===== src/cfg_reader_pkg.sv =====
// Engine configuration reader definitions
package cfg_reader_pkg;

    // ----------------------------------------
    // Widths
    // ----------------------------------------
    localparam int DATA_W  = 32;
    localparam int INDEX_W = 16;
    localparam int POS_W   = 4;
    localparam int KIND_W  = 4;
    localparam int CMD_W   = 4;
    localparam int BUF_W   = 4;
    localparam int SHIFT_W = DATA_W - 1;
    localparam int PTR_W   = 2 * DATA_W;

    // Setup kinds accepted by the filter
    localparam logic [KIND_W-1:0] KIND_CU_SETUP     = KIND_W'(1);
    localparam logic [KIND_W-1:0] KIND_ENGINE_SETUP = KIND_W'(2);

    // ----------------------------------------
    // Window positions
    // ----------------------------------------
    localparam logic [POS_W-1:0] POS_FLAGS       = POS_W'(0);
    localparam logic [POS_W-1:0] POS_INDEX_START = POS_W'(1);
    localparam logic [POS_W-1:0] POS_INDEX_END   = POS_W'(2);
    localparam logic [POS_W-1:0] POS_STRIDE      = POS_W'(3);
    localparam logic [POS_W-1:0] POS_GRANULARITY = POS_W'(4);
    localparam logic [POS_W-1:0] POS_SUBCLASS    = POS_W'(5);
    localparam logic [POS_W-1:0] POS_PTR_LO      = POS_W'(8);
    localparam logic [POS_W-1:0] POS_PTR_HI      = POS_W'(9);
    localparam logic [POS_W-1:0] POS_ARRAY_SIZE  = POS_W'(10);
    // Closes a record
    localparam logic [POS_W-1:0] POS_LAST        = POS_W'(15);

    // ----------------------------------------
    // Record layout, LSB first
    // ----------------------------------------
    localparam int OFF_INCREMENT     = 0;
    localparam int OFF_DECREMENT     = OFF_INCREMENT + 1;
    localparam int OFF_MODE_SEQUENCE = OFF_DECREMENT + 1;
    localparam int OFF_MODE_BUFFER   = OFF_MODE_SEQUENCE + 1;
    localparam int OFF_INDEX_START   = OFF_MODE_BUFFER + 1;
    localparam int OFF_INDEX_END     = OFF_INDEX_START + DATA_W;
    localparam int OFF_STRIDE        = OFF_INDEX_END + DATA_W;
    localparam int OFF_SHIFT_AMOUNT  = OFF_STRIDE + DATA_W;
    localparam int OFF_SHIFT_LEFT    = OFF_SHIFT_AMOUNT + SHIFT_W;
    localparam int OFF_CMD           = OFF_SHIFT_LEFT + 1;
    localparam int OFF_BUFFER        = OFF_CMD + CMD_W;
    localparam int OFF_ARRAY_POINTER = OFF_BUFFER + BUF_W;
    localparam int OFF_ARRAY_SIZE    = OFF_ARRAY_POINTER + PTR_W;
    localparam int RECORD_W          = OFF_ARRAY_SIZE + DATA_W;

    // One setup word, seen as flags, as a shift or as a subclass
    typedef union packed {
        logic [DATA_W-1:0] word;
        struct packed {
            logic [DATA_W-5:0] reserved;
            logic              mode_buffer;
            logic              mode_sequence;
            logic              decrement;
            logic              increment;
        } flags;
        struct packed {
            logic               direction;  // 1 is left
            logic [SHIFT_W-1:0] amount;
        } shift;
        struct packed {
            logic [DATA_W-CMD_W-BUF_W-1:0] reserved;
            logic [BUF_W-1:0]              buffer;
            logic [CMD_W-1:0]              cmd;
        } subclass;
    } setup_word_u;

endpackage


===== src/word_stream_if.sv =====
// Positioned setup word stream
interface word_stream_if import cfg_reader_pkg::*; ();

    logic              valid;
    logic              ready;
    logic [POS_W-1:0]  pos;
    logic [DATA_W-1:0] data;

    modport src (
        output valid,
        output pos,
        output data,
        input  ready
    );

    modport dst (
        input  valid,
        input  pos,
        input  data,
        output ready
    );

    // Passive view of the current word
    modport monitor (
        input pos,
        input data
    );

endinterface


===== src/setup_word_filter.sv =====
// Setup word input filter
module setup_word_filter import cfg_reader_pkg::*; #(
    parameter int SEQ_BASE = 0
) (
    input  logic               ap_clk,
    input  logic               rst,
    input  logic               in_valid,
    output logic               in_ready,
    input  logic [KIND_W-1:0]  in_kind,
    input  logic [INDEX_W-1:0] in_index,
    input  logic [DATA_W-1:0]  in_data,
    word_stream_if.src         out
);

    localparam int WINDOW = 2 ** POS_W;

    logic             kind_ok;
    logic             in_window;
    logic             keep;
    logic [POS_W-1:0] window_pos;

    // ----------------------------------------
    // Word selection
    // ----------------------------------------
    assign kind_ok    = (in_kind == KIND_CU_SETUP) || (in_kind == KIND_ENGINE_SETUP);
    assign in_window  = (in_index >= SEQ_BASE) && (in_index < SEQ_BASE + WINDOW);
    assign keep       = kind_ok && in_window;
    assign window_pos = POS_W'(in_index - INDEX_W'(SEQ_BASE));

    // Rejected words are still taken, then dropped
    assign in_ready = !out.valid || out.ready;

    always_ff @(posedge ap_clk) begin
        if (rst) begin
            out.valid <= 1'b0;
        end else if (in_ready) begin
            out.valid <= in_valid && keep;
        end
    end

    always_ff @(posedge ap_clk) begin
        if (in_ready && in_valid && keep) begin
            out.pos  <= window_pos;
            out.data <= in_data;
        end
    end

endmodule


===== src/word_fifo.sv =====
// Setup word queue
module word_fifo import cfg_reader_pkg::*; #(
    parameter int DEPTH = 16
) (
    input  logic       ap_clk,
    input  logic       rst,
    word_stream_if.dst in,
    word_stream_if.src out
);

    localparam int PTR_BITS = (DEPTH > 1) ? $clog2(DEPTH) : 1;
    localparam int CNT_BITS = $clog2(DEPTH + 1);

    logic [POS_W-1:0]    pos_mem  [DEPTH];
    logic [DATA_W-1:0]   data_mem [DEPTH];
    logic [PTR_BITS-1:0] wr_ptr;
    logic [PTR_BITS-1:0] rd_ptr;
    logic [CNT_BITS-1:0] count;
    logic                push;
    logic                pop;

    assign in.ready  = (count < CNT_BITS'(DEPTH));
    assign out.valid = (count != '0);
    assign out.pos   = pos_mem[rd_ptr];
    assign out.data  = data_mem[rd_ptr];

    assign push = in.valid && in.ready;
    assign pop  = out.valid && out.ready;

    // ----------------------------------------
    // Pointers and fill count
    // ----------------------------------------
    always_ff @(posedge ap_clk) begin
        if (rst) begin
            wr_ptr <= '0;
            rd_ptr <= '0;
            count  <= '0;
        end else begin
            if (push) begin
                wr_ptr <= (wr_ptr == PTR_BITS'(DEPTH - 1)) ? '0 : wr_ptr + 1'b1;
            end
            if (pop) begin
                rd_ptr <= (rd_ptr == PTR_BITS'(DEPTH - 1)) ? '0 : rd_ptr + 1'b1;
            end
            count <= count + CNT_BITS'(push) - CNT_BITS'(pop);
        end
    end

    // Storage
    always_ff @(posedge ap_clk) begin
        if (push) begin
            pos_mem[wr_ptr]  <= in.pos;
            data_mem[wr_ptr] <= in.data;
        end
    end

endmodule


===== src/config_assembler_ctrl.sv =====
// Configuration assembly control
module config_assembler_ctrl import cfg_reader_pkg::*; (
    input  logic       ap_clk,
    input  logic       rst,
    word_stream_if.dst words,
    input  logic       record_almost_full,
    output logic       field_load,
    output logic       record_push
);

    logic pop;
    logic closing;

    // ----------------------------------------
    // Word pop
    // ----------------------------------------
    // Hold words back while the record queue is nearly full
    assign words.ready = !record_almost_full;
    assign pop         = words.valid && words.ready;
    assign closing     = pop && (words.pos == POS_LAST);

    // Decoder writes the field on the same edge as the pop
    assign field_load = pop;

    // ----------------------------------------
    // Record push
    // ----------------------------------------
    // One cycle late, so the decoder has taken the closing word
    always_ff @(posedge ap_clk) begin
        if (rst) begin
            record_push <= 1'b0;
        end else begin
            record_push <= closing;
        end
    end

endmodule


===== src/config_field_decoder.sv =====
// Configuration record field decoder
module config_field_decoder import cfg_reader_pkg::*; (
    input  logic                ap_clk,
    input  logic                rst,
    word_stream_if.monitor      words,
    input  logic                field_load,
    output logic [RECORD_W-1:0] record
);

    setup_word_u word_view;

    assign word_view = setup_word_u'(words.data);

    // ----------------------------------------
    // Field writes by window position
    // ----------------------------------------
    always_ff @(posedge ap_clk) begin
        if (rst) begin
            record <= '0;
        end else if (field_load) begin
            case (words.pos)
                POS_FLAGS: begin
                    record[OFF_INCREMENT]     <= word_view.flags.increment;
                    record[OFF_DECREMENT]     <= word_view.flags.decrement;
                    record[OFF_MODE_SEQUENCE] <= word_view.flags.mode_sequence;
                    record[OFF_MODE_BUFFER]   <= word_view.flags.mode_buffer;
                end
                POS_INDEX_START: begin
                    record[OFF_INDEX_START +: DATA_W] <= word_view.word;
                end
                POS_INDEX_END: begin
                    record[OFF_INDEX_END +: DATA_W] <= word_view.word;
                end
                POS_STRIDE: begin
                    record[OFF_STRIDE +: DATA_W] <= word_view.word;
                end
                // Granularity word carries shift amount and direction
                POS_GRANULARITY: begin
                    record[OFF_SHIFT_AMOUNT +: SHIFT_W] <= word_view.shift.amount;
                    record[OFF_SHIFT_LEFT]              <= word_view.shift.direction;
                end
                POS_SUBCLASS: begin
                    record[OFF_CMD +: CMD_W]    <= word_view.subclass.cmd;
                    record[OFF_BUFFER +: BUF_W] <= word_view.subclass.buffer;
                end
                POS_PTR_LO: begin
                    record[OFF_ARRAY_POINTER +: DATA_W] <= word_view.word;
                end
                POS_PTR_HI: begin
                    record[OFF_ARRAY_POINTER + DATA_W +: DATA_W] <= word_view.word;
                end
                POS_ARRAY_SIZE: begin
                    record[OFF_ARRAY_SIZE +: DATA_W] <= word_view.word;
                end
                // Unused positions leave the record alone
                default: begin
                end
            endcase
        end
    end

endmodule


===== src/record_fifo.sv =====
// Configuration record queue
module record_fifo import cfg_reader_pkg::*; #(
    parameter int DEPTH = 4
) (
    input  logic                ap_clk,
    input  logic                rst,
    input  logic                push,
    input  logic [RECORD_W-1:0] record_in,
    output logic                almost_full,
    output logic                out_valid,
    input  logic                out_ready,
    output logic [RECORD_W-1:0] record_out
);

    localparam int PTR_BITS = (DEPTH > 1) ? $clog2(DEPTH) : 1;
    localparam int CNT_BITS = $clog2(DEPTH + 1);

    logic [RECORD_W-1:0] mem [DEPTH];
    logic [PTR_BITS-1:0] wr_ptr;
    logic [PTR_BITS-1:0] rd_ptr;
    logic [CNT_BITS-1:0] count;
    logic [CNT_BITS-1:0] count_next;
    logic                pop;

    assign out_valid  = (count != '0);
    assign record_out = mem[rd_ptr];
    assign pop        = out_valid && out_ready;
    assign count_next = count + CNT_BITS'(push) - CNT_BITS'(pop);

    // ----------------------------------------
    // Pointers, count and almost-full
    // ----------------------------------------
    always_ff @(posedge ap_clk) begin
        if (rst) begin
            wr_ptr      <= '0;
            rd_ptr      <= '0;
            count       <= '0;
            almost_full <= 1'b0;
        end else begin
            if (push) begin
                wr_ptr <= (wr_ptr == PTR_BITS'(DEPTH - 1)) ? '0 : wr_ptr + 1'b1;
            end
            if (pop) begin
                rd_ptr <= (rd_ptr == PTR_BITS'(DEPTH - 1)) ? '0 : rd_ptr + 1'b1;
            end
            count       <= count_next;
            // Fewer than two free entries
            almost_full <= (count_next > CNT_BITS'(DEPTH - 2));
        end
    end

    always_ff @(posedge ap_clk) begin
        if (push) begin
            mem[wr_ptr] <= record_in;
        end
    end

endmodule


===== src/engine_config_reader.sv =====
// Engine configuration reader top
module engine_config_reader import cfg_reader_pkg::*; #(
    parameter int SEQ_BASE          = 0,
    parameter int WORD_FIFO_DEPTH   = 16,
    parameter int RECORD_FIFO_DEPTH = 4
) (
    input  logic               ap_clk,
    input  logic               rst,
    // Response word input
    input  logic               in_valid,
    output logic               in_ready,
    input  logic [KIND_W-1:0]  in_kind,
    input  logic [INDEX_W-1:0] in_index,
    input  logic [DATA_W-1:0]  in_data,
    // Configuration output
    output logic               cfg_valid,
    input  logic               cfg_ready,
    output logic               cfg_increment,
    output logic               cfg_decrement,
    output logic               cfg_mode_sequence,
    output logic               cfg_mode_buffer,
    output logic               cfg_shift_left,
    output logic [DATA_W-1:0]  cfg_index_start,
    output logic [DATA_W-1:0]  cfg_index_end,
    output logic [DATA_W-1:0]  cfg_stride,
    output logic [DATA_W-1:0]  cfg_array_size,
    output logic [SHIFT_W-1:0] cfg_shift_amount,
    output logic [CMD_W-1:0]   cfg_cmd,
    output logic [BUF_W-1:0]   cfg_buffer,
    output logic [PTR_W-1:0]   cfg_array_pointer
);

    logic                field_load;
    logic                record_push;
    logic                record_almost_full;
    logic [RECORD_W-1:0] record_build;
    logic [RECORD_W-1:0] record_out;

    word_stream_if filtered ();
    word_stream_if queued ();

    // ----------------------------------------
    // Word path
    // ----------------------------------------
    setup_word_filter #(
        .SEQ_BASE(SEQ_BASE)
    ) setup_word_filter_inst (
        .ap_clk  (ap_clk),
        .rst     (rst),
        .in_valid(in_valid),
        .in_ready(in_ready),
        .in_kind (in_kind),
        .in_index(in_index),
        .in_data (in_data),
        .out     (filtered)
    );

    word_fifo #(
        .DEPTH(WORD_FIFO_DEPTH)
    ) word_fifo_inst (
        .ap_clk(ap_clk),
        .rst   (rst),
        .in    (filtered),
        .out   (queued)
    );

    config_assembler_ctrl config_assembler_ctrl_inst (
        .ap_clk            (ap_clk),
        .rst               (rst),
        .words             (queued),
        .record_almost_full(record_almost_full),
        .field_load        (field_load),
        .record_push       (record_push)
    );

    config_field_decoder config_field_decoder_inst (
        .ap_clk    (ap_clk),
        .rst       (rst),
        .words     (queued),
        .field_load(field_load),
        .record    (record_build)
    );

    // ----------------------------------------
    // Record path
    // ----------------------------------------
    record_fifo #(
        .DEPTH(RECORD_FIFO_DEPTH)
    ) record_fifo_inst (
        .ap_clk     (ap_clk),
        .rst        (rst),
        .push       (record_push),
        .record_in  (record_build),
        .almost_full(record_almost_full),
        .out_valid  (cfg_valid),
        .out_ready  (cfg_ready),
        .record_out (record_out)
    );

    // Field split
    assign cfg_increment     = record_out[OFF_INCREMENT];
    assign cfg_decrement     = record_out[OFF_DECREMENT];
    assign cfg_mode_sequence = record_out[OFF_MODE_SEQUENCE];
    assign cfg_mode_buffer   = record_out[OFF_MODE_BUFFER];
    assign cfg_shift_left    = record_out[OFF_SHIFT_LEFT];
    assign cfg_index_start   = record_out[OFF_INDEX_START +: DATA_W];
    assign cfg_index_end     = record_out[OFF_INDEX_END +: DATA_W];
    assign cfg_stride        = record_out[OFF_STRIDE +: DATA_W];
    assign cfg_array_size    = record_out[OFF_ARRAY_SIZE +: DATA_W];
    assign cfg_shift_amount  = record_out[OFF_SHIFT_AMOUNT +: SHIFT_W];
    assign cfg_cmd           = record_out[OFF_CMD +: CMD_W];
    assign cfg_buffer        = record_out[OFF_BUFFER +: BUF_W];
    assign cfg_array_pointer = record_out[OFF_ARRAY_POINTER +: PTR_W];

endmodule


===== config.mk =====
export PLATFORM = sky130hd
export DESIGN_NAME = engine_config_reader
export DESIGN_NICKNAME = d
export VERILOG_FILES = /design/src/cfg_reader_pkg.sv /design/src/word_stream_if.sv /design/src/setup_word_filter.sv /design/src/word_fifo.sv /design/src/config_assembler_ctrl.sv /design/src/config_field_decoder.sv /design/src/record_fifo.sv /design/src/engine_config_reader.sv
export SDC_FILE = /design/constraint.sdc
export NUM_CORES = 2
export LEC_CHECK = 0
export BUFFER_PORTS_ARGS = -buffer_cell sky130_fd_sc_hd__buf_2
export CORE_ASPECT_RATIO = 0.75
export CORE_UTILIZATION = 60
export DETAILED_ROUTE_END_ITERATION = 16
export HOLD_SLACK_MARGIN = 0.1
export PLACE_DENSITY = 0.9
export SETUP_SLACK_MARGIN = 0.4
export SKIP_LAST_GASP = 1
export SYNTH_ARGS = -nofsm -noshare
export SYNTH_HDL_FRONTEND = slang
export SYNTH_SLANG_ARGS = --single-unit

===== constraint.sdc =====
create_clock -name ap_clk -period 17.3 [get_ports ap_clk]
set_input_delay 5.19 -clock ap_clk [delete_from_list [all_inputs] [get_ports ap_clk]]
set_output_delay 5.19 -clock ap_clk [all_outputs]
set_load 0.005 [all_outputs]

* After elaboration in Yosys (flattened, before gate mapping)
Memory sizes are Yosys's and may differ from the RTL's. A register that Yosys moved wholly into a read port is not among the register bits. Index checks and enable logic that the tools add are counted.
Word-level totals: bits in registers 295, RAM bits 1520, input port bits 56, output and inout bits 238, memories 3
Memories:
- record_fifo_inst.mem | depth 4, width 236, rd ports 1, clocked after Yosys merged registers in 1, write ports 1, RTL line record_fifo.sv:18 | logic [RECORD_W-1:0] mem [DEPTH];
- word_fifo_inst.data_mem | depth 16, width 32, rd ports 1, clocked after Yosys merged registers in 1, write ports 1, RTL line word_fifo.sv:15 | logic [DATA_W-1:0] data_mem [DEPTH];
- word_fifo_inst.pos_mem | depth 16, width 4, rd ports 1, clocked after Yosys merged registers in 1, write ports 1, RTL line word_fifo.sv:14 | logic [POS_W-1:0] pos_mem [DEPTH];
Operators by class: add/sub/neg operators 8, magnitude comparators 3, equal/unequal tests 15, multiplexer cells 14, reduce and logical (&&, ||, !) cells 24
Operator list (count):
- $eq 4x4->1 const B | 6
- $mux 4 | 6
- $reduce_and 2->1 | 9
- $lt 16x5->1 const B | 1
- $eq 4x2->1 const B | 3
- $add 4x1->4 const B | 2
- $eq 4x1->1 const B | 2
- $eq 4x3->1 const B | 2
- $logic_and 1x1->1 | 8
- $mux 2 | 4
- $add 5x1->5 | 1
- $lt 5x5->1 const B | 1
- $reduce_bool 5->1 | 1
- $sub 5x1->5 | 1
- $add 2x1->2 const B | 2
- $eq 2x2->1 const B | 2
- $logic_not 4->1 | 1
- $mux 1 | 4
- $add 3x1->3 | 1
- $gt 3x2->1 const B | 1
- $reduce_bool 3->1 | 1
- $sub 3x1->3 | 1
- $logic_not 1->1 | 2
- $logic_or 1x1->1 | 2

* Depth between registers and ports, before layout
depth after elaboration 4, gate-level depth with buffers 14

* Hierarchy
From an unflattened synthesis, not the netlist that was laid out.
Second synthesis, totals: cell total of the unflattened synthesis 3142, area total of the unflattened synthesis 67272.0 um2
Modules (own cells, without submodules):
- record_fifo | instances 1, cells each 1279, area each 34478.1 um2, sequential area each 28547.4 um2
- word_fifo | instances 1, cells each 992, area each 22396.5 um2, sequential area each 17636.9 um2
- config_field_decoder | instances 1, cells each 816, area each 9142.5 um2, sequential area each 4724.5 um2
- setup_word_filter | instances 1, cells each 50, area each 1203.7 um2, sequential area each 1101.1 um2
- config_assembler_ctrl | instances 1, cells each 5, area each 51.3 um2, sequential area each 20.0 um2

* Worst setup path before layout
OpenSTA, ideal clock, no wires.
path type in2reg, from in in_index[10], to reg setup_word_filter_inst.out.data[0] (enable), arrival 7.853 ns, setup slack 9.006 ns, cell stages on the path 4, buffers on the path 0, cell sequence or4_1 -> nor4_1 -> nand4b_1 -> a21oi_1
On the way: word-level cells in the longest chain between the ends 3
RTL lines:
- start, declared | RTL line engine_config_reader.sv:13 | input logic [INDEX_W-1:0] in_index,
- $lt 16x5->1 | RTL line setup_word_filter.sv:26 | assign in_window = (in_index >= SEQ_BASE) && (in_index < SEQ_BASE + WINDOW);
- $logic_and 1x1->1 | RTL line setup_word_filter.sv:27 | assign keep = kind_ok && in_window;
- $logic_and 1x1->1 | RTL line setup_word_filter.sv:42 | if (in_ready && in_valid && keep) begin
- end signal, assigned | RTL line setup_word_filter.sv:44 | out.data <= in_data;
- end, declared | RTL line word_stream_if.sv:12 | output data,
No other way between the ends. A chain may end at the register's enable or synchronous reset.

==> results.ini <==
[synthesis]
ys_seq_elements = 1821
netlist_area_um2 = 67500
yosys_warnings = 0
ys_async_sr_fraction_pct = 0
synth_edf_count = 1556
synth.most_common_cell = edfxtp_1
synth_area_leaders = edfxtp_1 69%, mux4_2 14%, dfxtp_1 7.9%
synth_nets = 3161
synthCells = 3085
synthFlopType = edfxtp_1
synth_top_cell_by_area = edfxtp_1
ys_types = 51
synth_common_cells = 1556 x edfxtp_1, 409 x mux4_2, 275 x nand2b_1
seq_area_frac_synth_pct = 77.1
syn_area_per_cell_um2 = 21.9
yosys.area.top_type_share_pct = 69.2

[sta]
clock_skew_ns = 0.0321
tightest_slew_ns = 1.15
relSlewSlack_pct = 23.4
drv_slew = 0
rsz0062_at_grt = false
fin_crit_sh_pct = 54.8
whs_ns = 0.505
finalSetupTns_ns = 0
post-route-worst-setup-slack_ns = 7.82
min_period_ns = 9.48
setup_violations = 0
timing.fmax_mhz = 105
hold_violations = 0

[grt]
antenna_found_initial = 4
grt_max_degree = 139
grt_pass1_vias = 33500
grt_pass1_wl_um = 233000
grt-ovfl-total = 0
grt_util_all_layers_pct = 28.6

[detailed_routing]
dr.pass1.iters = 5
wirelength_met1_um = 60900
wl_per_cell_um = 31.8
vias = 33200
viasPerCell = 6.54
top_layer = met5
postRouteAntennaNets = 0
totalWireLength_um = 162000
met2WireLength_um = 77400
drc = 0
drtIter0Drc = 4036
wl_met3_um = 18800

[finish]
fin_cells = 5079
layout.nets = 3505
design_area_um2 = 75900
n_antenna_cell = 0
syn_to_final_growth_pct = 12.5
post-route-util_pct = 68.1
drive_gt1_share_pct = 29.1
fillCellCount = 6308

[power_and_ir_drop]
leakagePower_nw = 24.5
switchingPower_mw = 2.63
p_seq_share_pct = 49.6
power.density_nw_per_um2 = 136
p_int_mw = 7.67
p_clk_share_pct = 34.4
p_sw_share_pct = 25.6
pwr-share-comb_pct = 16.0
totalPowerFinal_mw = 10.3
vdd_drop_max_mv = 0.120

[placed_design]
port_buffers = 293
routabilityCongestion = 0.878
place_area_um2 = 70700
place_ws_ns = 8.50
post-dp-hpwl_um = 91200
dp_cells = 4781

[die]
fp.coreArea_um2 = 112000
die_w_um = 389
die_area_um2 = 114000
num_rows = 106
pin_count = 294
start_util_pct = 60.5
fp.dieH_um = 292

[critical_path]
crit_chain = buf_4 > buf_12 > mux4_2 > buf_2
critPathArrivalTime_ns = 4.29
path_class = reg -> out
required_ns = 12.11
slowest_stage = buf_4
slowest_delay_ns = 0.92
critPathMaxFanout = 116
cp-end-kind = output pin
startpoint_type = flop

[cts]
cts.path.max_buffers = 3
path_clk_slew_ns = 0.06
h-tree-depth = 4
cts_resized = 0
clock_latency_ns = 0.79
holdBufCountCts = 0
postCtsSetupRepairBufs = 0
cts_tree = done
numCtsBuffers = 158
clock-sinks = 1821
cts_root_buf = clkbuf_16

[status]
outcome = complete, no violations

[worst_hold_path]
hold_path.class = reg -> reg
holdCritStartpoint = config_field_decoder_inst.record[73]

[flow_run]
timing.max_cap.violations = 0

[cell type report]
| type | instances | area [µm²] | area share (%) |
|---|---|---|---|
| tap | 1512 | 1890 | 2.49 |
| timing repair buffer | 344 | 1900 | 2.50 |
| clock inverter | 73 | 677 | 0.892 |
| sequential | 1821 | 52000 | 68.6 |
| inverter | 18 | 67.6 | 0.0890 |
| clock buffer | 225 | 4570 | 6.02 |
| multi-input combinational | 1086 | 14800 | 19.4 |
[layer usage]
metal | vias to the layer above | global-route usage [%]
li1 | 13200 | -
met5 | - | 0
met4 | 2 | 8.72
met3 | 327 | 7.13
met1 | 17300 | 40.4
met2 | 2447 | 44.9
[critical path, delay by kind of cell (launching register included)]
kind / cells / cell delay, ns
buffers and inverters: 3 / 1.74
DFF: 1 / 0.87
muxes: 1 / 0.65
[placed cells by master (no fill, tap or decap), drive strengths merged, types with 15 or more instances in the layout]
cell type,n
mux2i,248
clkbuf,226
nand2b,276
clkinv,57
inv,24
nor2,34
nor3,15
mux4,413
buf,343
ha,18
edfxtp,1556
dfxtp,265
[final timing paths]
check                                               end  slack, ns  cells after the start
setup / recovery                   cfg_shift_amount[15]       7.82                      4
hold reg to reg             record_fifo_inst.mem[1][73]       0.51                      0
hold / removal              record_fifo_inst.mem[1][73]       0.51                      0
setup reg to reg  config_field_decoder_inst.record[235]      12.97                      6
[sequential cells by signal (all words and copies together) (netlist names), named ones only]
name,count
setup_word_filter_inst.out.data,32
record_fifo_inst.rd_ptr,2
config_field_decoder_inst.record,236
config_assembler_ctrl_inst.record_push,1
word_fifo_inst.pos_mem,64
record_fifo_inst.mem,944
word_fifo_inst.wr_ptr,4
record_fifo_inst.wr_ptr,2
word_fifo_inst.count,5
record_fifo_inst.almost_full,1
word_fifo_inst.rd_ptr,4
record_fifo_inst.count,3
word_fifo_inst.data_mem,512
setup_word_filter_inst.out.pos,4
setup_word_filter_inst.out.valid,1
[power by group through the flow]
stage          Combinational (mW)  Sequential (mW)  Clock, mW
6_report                     1.65             5.11       3.55
2_1_floorplan                1.18             5.10          0
4_1_cts                      1.66             5.11       3.58
3_3_place_gp                 1.59             5.17          0
5_1_grt                      1.75             5.12       3.73
3_5_place_dp                 1.63             5.19          0
[kinds of logic after synthesis]
group / synth area share (%)
AOI/OAI and AO/OA: 0.228
xor gates and xnor gates: 0.130
adders and majority gates: 0.393
buffers and inverters: 1.29
DFF: 77.1
muxes: 17.5
and+or+nand+nor: 3.41
(Power assumes the default switching activity.)
